## src/rtl/ooo_defines.svh

```systemverilog
////////////////////////////////////////////////////////////
// sizes and instruction word layout of the out-of-order core
// include in any file that needs a width or a field slice
////////////////////////////////////////////////////////////
`ifndef OOO_DEFINES_SVH
`define OOO_DEFINES_SVH

// datapath and structure sizes
`define XLEN      32
`define ARCH_REGS 8
`define ROB_DEPTH 8
`define RS_DEPTH  4

// instruction fields, opcode in the top nibble
`define OPC_MSB 31
`define OPC_LSB 28
`define RD_MSB  27
`define RD_LSB  25
`define RS1_MSB 24
`define RS1_LSB 22
`define RS2_MSB 21
`define RS2_LSB 19
// immediate, sign extended by the consumer
`define IMM_MSB 15
`define IMM_LSB 0

`endif

```

## src/rtl/ooo_pkg.sv

```systemverilog
////////////////////////////////////////////////////////////
// types shared by the fetch, rename, issue and retire blocks
// import into every module that passes these between blocks
////////////////////////////////////////////////////////////
`include "ooo_defines.svh"

package ooo_pkg;

	// opcode encoding in the top four bits of the word
	typedef enum logic [3:0] {
		OP_ADD  = 4'h0,
		OP_SUB  = 4'h1,
		OP_AND  = 4'h2,
		OP_OR   = 4'h3,
		OP_XOR  = 4'h4,
		OP_SLL  = 4'h5,
		OP_ADDI = 4'h6,
		OP_HALT = 4'h7
	} opcode_e;

	typedef logic [$clog2(`ARCH_REGS)-1:0] reg_idx_t;
	typedef logic [$clog2(`ROB_DEPTH)-1:0] rob_tag_t;

	// source operand, tag names the producer while not ready
	typedef struct packed {
		logic [`XLEN-1:0] value;
		rob_tag_t         tag;
		logic             ready;
	} operand_t;

	// decoded instruction held in the dispatch register
	typedef struct packed {
		logic                       valid;
		opcode_e                    op;
		reg_idx_t                   rd;
		reg_idx_t                   rs1;
		reg_idx_t                   rs2;
		logic [`IMM_MSB-`IMM_LSB:0] imm;
		logic                       use_imm;
	} dispatch_t;

	// map table view of both sources
	typedef struct packed {
		rob_tag_t tag_a;
		logic     busy_a;
		rob_tag_t tag_b;
		logic     busy_b;
	} rename_t;

	// RS to ALU
	typedef struct packed {
		logic             valid;
		opcode_e          op;
		logic [`XLEN-1:0] a;
		logic [`XLEN-1:0] b;
		rob_tag_t         tag;
	} issue_t;

	// common data bus
	typedef struct packed {
		logic             valid;
		rob_tag_t         tag;
		logic [`XLEN-1:0] value;
	} cdb_t;

	// retirement record, valid travels beside it
	typedef struct packed {
		reg_idx_t         rd;
		logic [`XLEN-1:0] value;
	} commit_t;

endpackage

```

## src/rtl/fetch_decode.sv

```systemverilog
////////////////////////////////////////////////////////////
// instruction fetch over a Wishbone classic master port
// decodes each word into the dispatch register
////////////////////////////////////////////////////////////
`timescale 1ns/1ps
`include "ooo_defines.svh"

module fetch_decode import ooo_pkg::*; (
	input  logic             clock,
	input  logic             reset,
	input  logic             dispatch_fire,
	input  logic             halted,
	output logic             wb_cyc,
	output logic             wb_stb,
	output logic [`XLEN-1:0] wb_adr,
	input  logic [`XLEN-1:0] wb_dat_i,
	input  logic             wb_ack,
	output dispatch_t        dispatch
);

	// word address of the next fetch
	logic [`XLEN-1:0] pc;
	logic             halt_seen;
	logic             start;
	dispatch_t        decoded;

	//////////////////////////////////////////////////////////////
	// decode
	//////////////////////////////////////////////////////////////

	always_comb begin
		decoded.valid   = 1'b1;
		decoded.op      = opcode_e'(wb_dat_i[`OPC_MSB:`OPC_LSB]);
		decoded.rd      = wb_dat_i[`RD_MSB:`RD_LSB];
		decoded.rs1     = wb_dat_i[`RS1_MSB:`RS1_LSB];
		decoded.rs2     = wb_dat_i[`RS2_MSB:`RS2_LSB];
		decoded.imm     = wb_dat_i[`IMM_MSB:`IMM_LSB];
		decoded.use_imm = (decoded.op == OP_ADDI);
		// second source comes from the immediate
		if (decoded.op == OP_ADDI) begin
			decoded.rs2 = '0;
		end
		// halt reads and writes nothing
		if (decoded.op == OP_HALT) begin
			decoded.rd  = '0;
			decoded.rs1 = '0;
			decoded.rs2 = '0;
		end
	end

	//////////////////////////////////////////////////////////////
	// bus cycle
	//////////////////////////////////////////////////////////////

	// one request in flight and only once the dispatch register frees
	assign start  = !wb_cyc && !halt_seen && !halted && (!dispatch.valid || dispatch_fire);
	assign wb_adr = pc;

	always_ff @(posedge clock) begin
		if (reset) begin
			wb_cyc    <= 1'b0;
			wb_stb    <= 1'b0;
			pc        <= '0;
			halt_seen <= 1'b0;
		end else if (start) begin
			wb_cyc <= 1'b1;
			wb_stb <= 1'b1;
		end else if (wb_cyc && wb_ack) begin
			wb_cyc <= 1'b0;
			wb_stb <= 1'b0;
			pc     <= pc + 1'b1;
			// nothing past a halt is fetched
			if (decoded.op == OP_HALT) begin
				halt_seen <= 1'b1;
			end
		end
	end

	// dispatch register loaded at ack and emptied on dispatch
	always_ff @(posedge clock) begin
		if (reset) begin
			dispatch <= '0;
		end else if (wb_cyc && wb_ack) begin
			dispatch <= decoded;
		end else if (dispatch_fire) begin
			dispatch.valid <= 1'b0;
		end
	end

	assert property (@(posedge clock) disable iff (reset) wb_stb |-> wb_cyc);

endmodule

```

## src/rtl/map_table.sv

```systemverilog
////////////////////////////////////////////////////////////
// rename table, newest ROB tag and busy bit per register
////////////////////////////////////////////////////////////
`timescale 1ns/1ps
`include "ooo_defines.svh"

module map_table import ooo_pkg::*; (
	input  logic      clock,
	input  logic      reset,
	input  logic      dispatch_fire,
	input  dispatch_t dispatch,
	input  rob_tag_t  alloc_tag,
	input  logic      retire_valid,
	input  reg_idx_t  retire_rd,
	input  rob_tag_t  retire_tag,
	output rename_t   rename
);

	rob_tag_t              tags [`ARCH_REGS];
	logic [`ARCH_REGS-1:0] busy;
	logic                  claim;

	// r0 is never renamed
	assign claim = dispatch_fire && (dispatch.rd != '0);

	// lookup for the instruction in the dispatch register
	always_comb begin
		rename.tag_a  = tags[dispatch.rs1];
		rename.busy_a = busy[dispatch.rs1];
		rename.tag_b  = tags[dispatch.rs2];
		rename.busy_b = busy[dispatch.rs2];
	end

	always_ff @(posedge clock) begin
		if (reset) begin
			busy <= '0;
		end else begin
			// clear only if no younger writer took the register
			if (retire_valid && busy[retire_rd] && (tags[retire_rd] == retire_tag)) begin
				busy[retire_rd] <= 1'b0;
			end
			// a new claim wins over a same cycle retire
			if (claim) begin
				busy[dispatch.rd] <= 1'b1;
			end
		end
	end

	always_ff @(posedge clock) begin
		if (claim) begin
			tags[dispatch.rd] <= alloc_tag;
		end
	end

endmodule

```

## src/rtl/reservation_station.sv

```systemverilog
////////////////////////////////////////////////////////////
// reservation station, captures operands from the CDB
// and issues the oldest ready entry to the ALU
////////////////////////////////////////////////////////////
`timescale 1ns/1ps
`include "ooo_defines.svh"

module reservation_station import ooo_pkg::*; (
	input  logic      clock,
	input  logic      reset,
	input  logic      dispatch_fire,
	input  dispatch_t dispatch,
	input  rob_tag_t  alloc_tag,
	input  operand_t  src_a,
	input  operand_t  src_b,
	input  cdb_t      cdb,
	output issue_t    issue,
	output logic      rs_full
);

	localparam int IDX_W = $clog2(`RS_DEPTH);

	typedef struct packed {
		opcode_e  op;
		operand_t a;
		operand_t b;
		rob_tag_t tag;
	} rs_entry_t;

	logic [`RS_DEPTH-1:0] valid;
	rs_entry_t            entry [`RS_DEPTH];
	// count of younger valid entries, largest is oldest
	logic [IDX_W-1:0]     age [`RS_DEPTH];
	logic                 write_en;
	logic [IDX_W-1:0]     free_idx;
	logic                 issue_en;
	logic [IDX_W-1:0]     issue_idx;

	assign rs_full = &valid;
	// halt needs no ALU slot
	assign write_en = dispatch_fire && (dispatch.op != OP_HALT);

	// lowest free slot
	always_comb begin
		free_idx = '0;
		for (int i = `RS_DEPTH - 1; i >= 0; i--) begin
			if (!valid[i]) begin
				free_idx = IDX_W'(i);
			end
		end
	end

	// oldest entry with both operands in hand
	always_comb begin
		issue_en  = 1'b0;
		issue_idx = '0;
		for (int i = 0; i < `RS_DEPTH; i++) begin
			if (valid[i] && entry[i].a.ready && entry[i].b.ready &&
				(!issue_en || (age[i] > age[issue_idx]))) begin
				issue_en  = 1'b1;
				issue_idx = IDX_W'(i);
			end
		end
	end

	always_comb begin
		issue.valid = issue_en;
		issue.op    = entry[issue_idx].op;
		issue.a     = entry[issue_idx].a.value;
		issue.b     = entry[issue_idx].b.value;
		issue.tag   = entry[issue_idx].tag;
	end

	always_ff @(posedge clock) begin
		if (reset) begin
			valid <= '0;
		end else begin
			if (issue_en) begin
				valid[issue_idx] <= 1'b0;
			end
			if (write_en) begin
				valid[free_idx] <= 1'b1;
			end
		end
	end

	//////////////////////////////////////////////////////////////
	// entry write, age and wakeup
	//////////////////////////////////////////////////////////////

	always_ff @(posedge clock) begin
		for (int i = 0; i < `RS_DEPTH; i++) begin
			if (write_en && (IDX_W'(i) == free_idx)) begin
				entry[i].op  <= dispatch.op;
				entry[i].a   <= src_a;
				entry[i].b   <= src_b;
				entry[i].tag <= alloc_tag;
				age[i]       <= '0;
			end else begin
				// new arrival is younger, a leaving younger entry is gone
				age[i] <= age[i] + IDX_W'(write_en && valid[i])
					- IDX_W'(issue_en && (age[i] > age[issue_idx]));
				if (cdb.valid && !entry[i].a.ready && (entry[i].a.tag == cdb.tag)) begin
					entry[i].a.value <= cdb.value;
					entry[i].a.ready <= 1'b1;
				end
				if (cdb.valid && !entry[i].b.ready && (entry[i].b.tag == cdb.tag)) begin
					entry[i].b.value <= cdb.value;
					entry[i].b.ready <= 1'b1;
				end
			end
		end
	end

	// core must hold dispatch while the station is full
	assert property (@(posedge clock) disable iff (reset) write_en |-> !rs_full);

endmodule

```

## src/rtl/cdb_alu.sv

```systemverilog
////////////////////////////////////////////////////////////
// integer ALU, result broadcast on the CDB one cycle later
////////////////////////////////////////////////////////////
`timescale 1ns/1ps
`include "ooo_defines.svh"

module cdb_alu import ooo_pkg::*; (
	input  logic   clock,
	input  logic   reset,
	input  issue_t issue,
	output cdb_t   cdb
);

	logic [`XLEN-1:0] result;

	always_comb begin
		case (issue.op)
			// addi arrives with the immediate in b
			OP_ADD, OP_ADDI: result = issue.a + issue.b;
			OP_SUB:          result = issue.a - issue.b;
			OP_AND:          result = issue.a & issue.b;
			OP_OR:           result = issue.a | issue.b;
			OP_XOR:          result = issue.a ^ issue.b;
			// shift amount from the low bits only
			OP_SLL:          result = issue.a << issue.b[$clog2(`XLEN)-1:0];
			default:         result = '0;
		endcase
	end

	// broadcast register
	always_ff @(posedge clock) begin
		if (reset) begin
			cdb.valid <= 1'b0;
		end else begin
			cdb.valid <= issue.valid;
		end
		cdb.tag   <= issue.tag;
		cdb.value <= result;
	end

endmodule

```

## src/rtl/reorder_buffer.sv

```systemverilog
////////////////////////////////////////////////////////////
// reorder buffer, allocates tags at dispatch, completes
// from the CDB and retires in program order
////////////////////////////////////////////////////////////
`timescale 1ns/1ps
`include "ooo_defines.svh"

module reorder_buffer import ooo_pkg::*; (
	input  logic      clock,
	input  logic      reset,
	input  logic      dispatch_fire,
	input  dispatch_t dispatch,
	input  cdb_t      cdb,
	input  rob_tag_t  lookup_a,
	input  rob_tag_t  lookup_b,
	output operand_t  lookup_a_val,
	output operand_t  lookup_b_val,
	output rob_tag_t  alloc_tag,
	output logic      rob_full,
	output logic      commit_valid,
	output commit_t   commit,
	output rob_tag_t  retire_tag,
	output logic      halted
);

	localparam int CNT_W = $clog2(`ROB_DEPTH) + 1;

	rob_tag_t              head;
	rob_tag_t              tail;
	logic [CNT_W-1:0]      count;
	logic [`ROB_DEPTH-1:0] done;
	logic [`ROB_DEPTH-1:0] is_halt;
	reg_idx_t              rd_q [`ROB_DEPTH];
	logic [`XLEN-1:0]      value_q [`ROB_DEPTH];
	logic                  retire;
	rob_tag_t              cdb_offset;

	assign alloc_tag = tail;
	assign rob_full  = (count == CNT_W'(`ROB_DEPTH));

	// head leaves once done, nothing after halt
	assign retire       = (count != '0) && done[head] && !halted;
	assign commit_valid = retire && !is_halt[head];
	assign commit.rd    = rd_q[head];
	assign commit.value = value_q[head];
	assign retire_tag   = head;

	// forwarding of finished results to dispatch
	assign lookup_a_val = '{value: value_q[lookup_a], tag: lookup_a, ready: done[lookup_a]};
	assign lookup_b_val = '{value: value_q[lookup_b], tag: lookup_b, ready: done[lookup_b]};

	always_ff @(posedge clock) begin
		if (reset) begin
			head   <= '0;
			tail   <= '0;
			count  <= '0;
			done   <= '0;
			halted <= 1'b0;
		end else begin
			if (cdb.valid) begin
				done[cdb.tag] <= 1'b1;
			end
			// halt is complete as soon as it is allocated
			if (dispatch_fire) begin
				done[tail] <= (dispatch.op == OP_HALT);
				tail       <= tail + 1'b1;
			end
			if (retire) begin
				head <= head + 1'b1;
				if (is_halt[head]) begin
					halted <= 1'b1;
				end
			end
			count <= count + CNT_W'(dispatch_fire) - CNT_W'(retire);
		end
	end

	always_ff @(posedge clock) begin
		if (dispatch_fire) begin
			rd_q[tail]    <= dispatch.rd;
			is_halt[tail] <= (dispatch.op == OP_HALT);
		end
		if (cdb.valid) begin
			value_q[cdb.tag] <= cdb.value;
		end
	end

	// broadcast tag must sit between head and tail and not be done yet
	assign cdb_offset = cdb.tag - head;
	assert property (@(posedge clock) disable iff (reset)
		cdb.valid |-> (CNT_W'(cdb_offset) < count) && !done[cdb.tag]);

endmodule

```

## src/rtl/regfile.sv

```systemverilog
////////////////////////////////////////////////////////////
// architectural registers, written only at retire
////////////////////////////////////////////////////////////
`timescale 1ns/1ps
`include "ooo_defines.svh"

module regfile import ooo_pkg::*; (
	input  logic             clock,
	input  logic             reset,
	input  reg_idx_t         rd_a,
	input  reg_idx_t         rd_b,
	output logic [`XLEN-1:0] val_a,
	output logic [`XLEN-1:0] val_b,
	input  logic             wr_en,
	input  reg_idx_t         wr_idx,
	input  logic [`XLEN-1:0] wr_data
);

	logic [`XLEN-1:0] regs [`ARCH_REGS];

	// r0 hardwired to zero
	assign val_a = (rd_a == '0) ? '0 : regs[rd_a];
	assign val_b = (rd_b == '0) ? '0 : regs[rd_b];

	always_ff @(posedge clock) begin
		if (reset) begin
			for (int i = 0; i < `ARCH_REGS; i++) begin
				regs[i] <= '0;
			end
		end else if (wr_en && (wr_idx != '0)) begin
			regs[wr_idx] <= wr_data;
		end
	end

endmodule

```

## src/rtl/ooo_core.sv

```systemverilog
////////////////////////////////////////////////////////////
// top of the out-of-order core, Wishbone fetch in,
// commit stream and halt out
////////////////////////////////////////////////////////////
`timescale 1ns/1ps
`include "ooo_defines.svh"

module ooo_core import ooo_pkg::*; (
	input  logic             clock,
	input  logic             reset,
	output logic             wb_cyc,
	output logic             wb_stb,
	output logic [`XLEN-1:0] wb_adr,
	input  logic [`XLEN-1:0] wb_dat_i,
	input  logic             wb_ack,
	output logic             commit_valid,
	output commit_t          commit,
	output logic             halted
);

	localparam int IMM_W = `IMM_MSB - `IMM_LSB + 1;

	dispatch_t        dispatch;
	rename_t          rename;
	operand_t         src_a, src_b;
	operand_t         lookup_a_val, lookup_b_val;
	issue_t           issue;
	cdb_t             cdb;
	rob_tag_t         alloc_tag, retire_tag;
	logic [`XLEN-1:0] rf_a, rf_b;
	logic             dispatch_fire, rob_full, rs_full;

	assign dispatch_fire = dispatch.valid && !rob_full && !rs_full;

	// regfile if not renamed, else a finished ROB entry, else this cycle's CDB
	function automatic operand_t resolve(input logic busy, input rob_tag_t tag,
		input logic [`XLEN-1:0] rf_val, input operand_t rob_val, input cdb_t bus);
		operand_t res;
		res = '{value: rf_val, tag: tag, ready: 1'b1};
		if (busy) begin
			if (rob_val.ready) begin
				res.value = rob_val.value;
			end else if (bus.valid && (bus.tag == tag)) begin
				res.value = bus.value;
			end else begin
				res.value = '0;
				res.ready = 1'b0;
			end
		end
		return res;
	endfunction

	always_comb begin
		src_a = resolve(rename.busy_a, rename.tag_a, rf_a, lookup_a_val, cdb);
		src_b = resolve(rename.busy_b, rename.tag_b, rf_b, lookup_b_val, cdb);
		// sign extended immediate replaces the second source
		if (dispatch.use_imm) begin
			src_b.value = {{(`XLEN - IMM_W){dispatch.imm[IMM_W-1]}}, dispatch.imm};
			src_b.ready = 1'b1;
		end
	end

	//////////////////////////////////////////////////////////////
	// blocks
	//////////////////////////////////////////////////////////////

	fetch_decode u_fetch (.clock, .reset, .dispatch_fire, .halted, .wb_cyc, .wb_stb,
		.wb_adr, .wb_dat_i, .wb_ack, .dispatch);

	map_table u_map (.clock, .reset, .dispatch_fire, .dispatch, .alloc_tag,
		.retire_valid(commit_valid), .retire_rd(commit.rd), .retire_tag, .rename);

	regfile u_rf (.clock, .reset, .rd_a(dispatch.rs1), .rd_b(dispatch.rs2),
		.val_a(rf_a), .val_b(rf_b), .wr_en(commit_valid), .wr_idx(commit.rd),
		.wr_data(commit.value));

	reservation_station u_rs (.clock, .reset, .dispatch_fire, .dispatch, .alloc_tag,
		.src_a, .src_b, .cdb, .issue, .rs_full);

	cdb_alu u_alu (.clock, .reset, .issue, .cdb);

	reorder_buffer u_rob (.clock, .reset, .dispatch_fire, .dispatch, .cdb,
		.lookup_a(rename.tag_a), .lookup_b(rename.tag_b), .lookup_a_val,
		.lookup_b_val, .alloc_tag, .rob_full, .commit_valid, .commit, .retire_tag,
		.halted);

endmodule

```

## config.mk

```make
export PLATFORM = sky130hd
export DESIGN_NAME = ooo_core
export DESIGN_NICKNAME = d
export VERILOG_FILES = /design/src/rtl/ooo_pkg.sv /design/src/rtl/fetch_decode.sv /design/src/rtl/map_table.sv /design/src/rtl/reservation_station.sv /design/src/rtl/cdb_alu.sv /design/src/rtl/reorder_buffer.sv /design/src/rtl/regfile.sv /design/src/rtl/ooo_core.sv
export VERILOG_INCLUDE_DIRS = /design/src /design/src/rtl
export SDC_FILE = /design/constraint.sdc
export NUM_CORES = 2
export LEC_CHECK = 0
export BUFFER_PORTS_ARGS = -buffer_cell sky130_fd_sc_hd__buf_2
export CAP_MARGIN = 20
export CORE_AREA = 2 2 326 328
export CTS_CLUSTER_DIAMETER = 100
export DETAILED_ROUTE_END_ITERATION = 8
export DIE_AREA = 0 0 328 330
export GPL_ROUTABILITY_DRIVEN = 0
export PLACE_DENSITY = 0.78
export SYNTH_ARGS = -nofsm -noshare
export SYNTH_HDL_FRONTEND = slang
export SYNTH_SLANG_ARGS = --single-unit
```

## constraint.sdc

```tcl
create_clock -name clock -period 10 [get_ports clock]
set_clock_uncertainty 0.2 [all_clocks]
set_input_delay 0.5 -clock clock [delete_from_list [all_inputs] [get_ports clock]]
set_output_delay 0.5 -clock clock [all_outputs]
set_load 0.005 [all_outputs]
```

Word level (Yosys, flattened, before mapping)
Memories as Yosys holds them, arrays and structs flattened. A register that Yosys moved wholly into a read port is not among the register bits.
Index checks and enable logic that the tools add are counted.
Widths: inputs -> output; s select.
{ "word_totals": {"output_inout_bits": 71, "ff_bits": 140, "memories": 6, "in_bits": 35, "mem_bits_rw": 884} }
{ "mem_list": {"columns": ["name", "depth", "word_bits", "rd", "rd_ports_with_merged_regs", "wr", "line", "source"], "rows": [
  ["u_rs.entry", 4, 79, 5, 0, 4, "reservation_station.sv:31", "rs_entry_t entry [`RS_DEPTH];"],
  ["u_rf.regs", 8, 32, 2, 2, 8, "regfile.sv:19", "logic [`XLEN-1:0] regs [`ARCH_REGS];"],
  ["u_rob.value_q", 8, 32, 3, 1, 1, "reorder_buffer.sv:34", "logic [`XLEN-1:0] value_q [`ROB_DEPTH];"],
  ["u_map.tags", 8, 3, 3, 2, 1, "map_table.sv:19", "rob_tag_t tags [`ARCH_REGS];"],
  ["u_rob.rd_q", 8, 3, 1, 1, 1, "reorder_buffer.sv:33", "reg_idx_t rd_q [`ROB_DEPTH];"],
  ["u_rs.age", 4, 2, 7, 0, 4, "reservation_station.sv:33", "logic [IDX_W-1:0] age [`RS_DEPTH];"]
]} }
{ "classes": {"add_sub_neg": 15, "reduce_logical": 98, "n_eq_ne": 25, "n_bitwise": 31, "muxes": 153, "order_cmp": 24, "shift": 1} }
{ "op_table": {"columns": ["operator", "count"], "rows": [
  ["$mux 32", 18],
  ["$pmux 32 s6", 1],
  ["$mux 1", 85],
  ["$logic_and 1x1->1", 61],
  ["$mux 8", 6],
  ["$mux 3", 14],
  ["$lt 3x4->1 const B", 9],
  ["$eq 3x3->1", 11],
  ["$add 32x1->32 const B", 1],
  ["$add 32x32->32", 1],
  ["$and 32x32->32", 1],
  ["$or 32x32->32", 1],
  ["$reduce_or 32->1", 1],
  ["$shl 32x5->32", 1],
  ["$sub 32x32->32", 1],
  ["$xor 32x32->32", 1],
  ["$eq 4x3->1 const B", 6],
  ["$bmux 1 s3", 7],
  ["$mux 2", 10],
  ["$or 1x1->1", 20],
  ["$logic_not 1->1", 18],
  ["$bwmux 8", 2],
  ["$or 8x8->8", 2],
  ["$gt 2x2->1", 7],
  ["35 further kinds", 62]
]} }

Depth between registers and ports, before layout
An unclocked memory read counts as a cell.
{ "depth": {"depth_word": 28, "depth_mapped": 47} }

Cells and area by module
A second synthesis with hierarchy kept.
{ "hier_totals": {"cells_unflattened": 4382, "area_unflattened_um2": 56815.7} }
{ "modules_own_cells": {"columns": ["module", "instances", "seq_area_each_um2", "cells_per_inst", "area_per_inst_um2"], "rows": [
  ["reservation_station", 1, 9729.3, 1066, 16050.4],
  ["reorder_buffer", 1, 9088.7, 780, 15828.9],
  ["regfile", 1, 6726.5, 881, 12032.8],
  ["cdb_alu", 1, 720.7, 861, 6338.6],
  ["fetch_decode", 1, 1301.2, 317, 2666.3],
  ["map_table", 1, 880.8, 136, 1980.6],
  ["ooo_core", 1, 0.0, 341, 1918.1]
]} }

Least setup slack after synthesis
No wires, ideal clock.
{ "synth_path": {"path_kind": "register to register", "start": "memory u_rs.age[0][1] (netlist bit)", "end": "register u_alu.cdb[30] (netlist name)", "t_required_ns": 9.669, "path_buffers": 9, "setup_ns": 0.131, "stages_incl_launch_ff": 46, "arrival_ns": 9.004, "setup_slack_ns": 0.665, "cell_sequence": "dfxtp_1 inv_1 ha_1 nor2b_1 a2bb2oi_2 o21ai_2 buf_6 buf_2 buf_2 clkbuf_1 nand2_1 nand2_1 ha_1 nor2b_1 o21a_1 o21ai_1 clkbuf_1 o21ai_0 [10 not listed] ha_1 nand4_1 or3_1 clkbuf_1 inv_1 a21oi_1 xnor2_1 ha_1 and4_1 a221o_1 a41oi_1 a31oi_1 a41oi_1 o21ai_0 a21o_1 a21oi_1 xor2_1 o21ai_0"} }
{ "synth_rtl": {"columns": ["item", "line"], "rows": [
  ["from (decl)", "reservation_station.sv:33"]
]} }

==> results.py <==
metrics = {
    "die": {
        "die_h_um": 330,
        "core-area_um2": 105000,
        "rows": 119,
        "die_x_um": 328,
        "initial_core_util": 0.545,
        "pin_count": 106,
        "die_area_um2": 108000,
    },
    "worst_setup_path": {
        "start_kind": "flip-flop",
        "crit_required_ns": 10.34,
        "path_max_fanout": 26,
        "rr_endpoint": "u_alu.cdb[30]$_SDFF_PN0_",
        "r2r_cells": 37,
        "crit_path_end_kind": "flip-flop",
        "crit_path_top_delay_cell": "or4_1",
        "reg2reg_slack_ns": 0.53,
        "cpMostUsedCell": "o21ai_0",
        "r2r-start": "u_rs.age[0][1]$_SDFF_PP0_",
        "slowest_delay_ns": 0.80,
        "critical_path_class": "flip-flop to flip-flop",
        "cp_data_arrival_time_ns": 9.81,
        "crit_start": "u_rs.age[0][1]$_SDFF_PP0_",
    },
    "global_route": {
        "gr-total-overflow": 0,
        "grt_pass1_wl_um": 270000,
        "antenna_found_initial": 2,
        "first_global_vias": 44600,
        "grt_use_total": 0.330,
        "grt_max_degree": 135,
    },
    "power": {
        "p_seq_frac": 0.453,
        "p_total_uw": 11100,
        "pwr-share-clk": 0.357,
        "power_switching_uw": 3220,
        "leakage_uw": 0.0232,
        "vdd_drop_max_mv": 0.163,
        "internal_power_uw": 7860,
        "netSwitchingFraction": 0.291,
        "combPwrFrac": 0.190,
        "power.density_nw_per_um2": 176,
    },
    "timing": {
        "setup_ws_ns": 0.529,
        "setup_tns_ns": 0,
        "setup_viol": 0,
        "max_freq_mhz": 106,
        "hold_slack_ns": 0.146,
        "maxSlewViolCount": 0,
        "period_minus_slack_ns": 9.47,
        "hold_viol_final": 0,
        "slew_headroom": 0.219,
        "post-route-period-util": 0.947,
        "worstMarginPinSlew_ns": 1.17,
        "rsz0062_at_grt": "no",
    },
    "drt": {
        "antenna_left": 0,
        "routedWlPerCell_um": 27.3,
        "finalWirelength_um": 183000,
        "via_per_inst": 6.91,
        "vias": 46200,
        "drc": 0,
        "drt_first_pass_iters": 7,
        "drt_iter0_markers": 8450,
    },
    "logic_synthesis": {
        "synth-seq-cells": 1033,
        "async_flop_share": 0,
        "netlist-cell-type-count": 76,
        "yosysWarningCount": 0,
        "synth_edf_count": 884,
        "syn_area_um2": 57100,
        "avgSynthCellArea_um2": 11.0,
        "synth_seq_area_share": 0.517,
        "synth_flop_cell": "edfxtp_1",
        "synth_cells": 5192,
    },
    "clocking": {
        "cts_root_buf": "clkbuf_16",
        "tritoncts": "done",
        "cts_buffer_depth": 3,
        "cts.sinks": 1033,
        "htreeDepth": 3,
        "cts_buffers": 105,
        "clk_latency_ns": 0.71,
        "clkTransAtPathRegs_ns": 0.06,
    },
    "layout": {
        "layout_common_cells": "edfxtp_1, nand2_1, nor2_1",
        "synthToLayoutAreaGrowth_pct": 10.7,
        "layout-drive-gt1-share": 0.166,
        "fillCellCount": 7944,
        "multiInputGateArea_um2": 25700,
        "final_common_cell": "edfxtp_1",
        "fin_nets": 5371,
        "regArea_um2": 29600,
        "n_antenna_cell": 0,
        "final_util": 0.603,
    },
    "min_path": {
        "min_to": "u_fetch.wb_cyc$_SDFFE_PP0P_",
        "worstHoldPathType": "input pin to flip-flop",
        "hold_depth": 2,
        "min-delay-start": "reset",
    },
    "run": {
        "max_cap_violations": 0,
    },
    "placement": {
        "pre_cts_slack_ns": 0.652,
        "numPortBuffers": 102,
        "dp_hpwl_um": 112000,
    },
    "outcome": {
        "status": "completed",
    },
}
-- cell usage after synthesis, types with 71 or more instances --
cell type	n	area, µm²
mux4_2	222	5000
a22oi_1	118	886
nand2_1	763	2860
and3_1	84	526
a21oi_1	269	1350
o21ai_0	169	846
a31oi_1	88	551
xnor2_1	77	674
inv_1	160	601
mux2i_1	157	1570
clkbuf_1	317	1190
a311oi_1	71	622
mux2_2	160	1800
edfxtp_1	884	26500
ha_1	128	1600
nor2_1	518	1940
dfxtp_1	149	2980
nand3_1	249	1250
-- how the worst max path moves through the flow --
stage,slack [ns],to
after floorplan,0.67,u_alu.cdb[30]$_SDFF_PN0_
after global placement,0.75,u_alu.cdb[30]$_SDFF_PN0_
after detailed placement,0.65,u_alu.cdb[30]$_SDFF_PN0_
after CTS,0.63,u_alu.cdb[30]$_SDFF_PN0_
after global routing,0.12,u_alu.cdb[30]$_SDFF_PN0_
final,0.53,u_alu.cdb[30]$_SDFF_PN0_
-- kinds of logic after synthesis --
logic type / Yosys count / synth area share
compound gates: 1012 / 0.115
xor+xnor: 122 / 0.0187
fa+ha+maj: 130 / 0.0288
buf+inv: 585 / 0.0396
flops: 1033 / 0.517
mux: 542 / 0.148
other cells: 1 / 0.0000657
simple gates: 1767 / 0.132
-- per-layer routing --
| metal | wire length (µm) | global-route usage | up-vias |
|---|---|---|---|
| met1 | 62400 | 0.427 | 22200 |
| met2 | 82900 | 0.519 | 3852 |
| met4 | 10500 | 0.175 | 2 |
| met5 | 10 | 0 | - |
| met3 | 27000 | 0.0789 | 818 |
| li1 | - | - | 19300 |
-- layout make-up --
cell class                      count  area share
Sequential cell                  1033       0.468
Inverter                          165     0.00989
Clock inverter                     40     0.00573
Clock buffer                      159      0.0490
Multi-Input combinational cell   3608       0.407
Timing Repair Buffer              293      0.0327
Tap cell                         1391      0.0276
-- power groups by stage --
stage | combinational, µW | sequential, µW | clock [µW]
2_1_floorplan | 1380 | 5040 | 0
3_3_place_gp | 1950 | 5090 | 0
3_5_place_dp | 2000 | 5110 | 0
4_1_cts | 2020 | 5020 | 3950
5_1_grt | 2240 | 5040 | 4120
6_report | 2110 | 5020 | 3950
-- through the flow --
| stage | area, µm² | instances |
|---|---|---|
| detailed placement | 59400 | 6454 |
| CTS | 63100 | 6683 |
| global placement | 59300 | 6453 |
| global route | 63200 | 6689 |
| finish | 63200 | 6689 |
| floorplan | 57200 | 5226 |
-- flip-flops by register name (all words and copies together), names as in the netlist, 24 cells and up, named ones only --
signal,count
u_alu.cdb,36
u_fetch.dispatch,31
u_fetch.wb_adr,32
u_map.tags,24
u_rf.regs,256
u_rob.rd_q,24
u_rob.value_q,256
u_rs.entry,316
-- worst max-delay path, delay by kind of cell, from the launching register on --
kind	cells	cell delay, ns
AND/OR/NAND/NOR	7	1.62
AO/OA/AOI/OAI	21	5.04
buffers and inverters	3	0.58
XOR/XNOR	2	0.26
flip-flops	1	0.35
adder cells (fa/ha/maj)	4	1.23
-- what timing repair did --
item	CTS	global route
hold buffers	30	0
hold endpoints to repair	37	0
gates resized for setup	0	1
endpoints found under the setup margin	0	1
buffers inserted	0	0
Power figures use the tool's default switching activity.
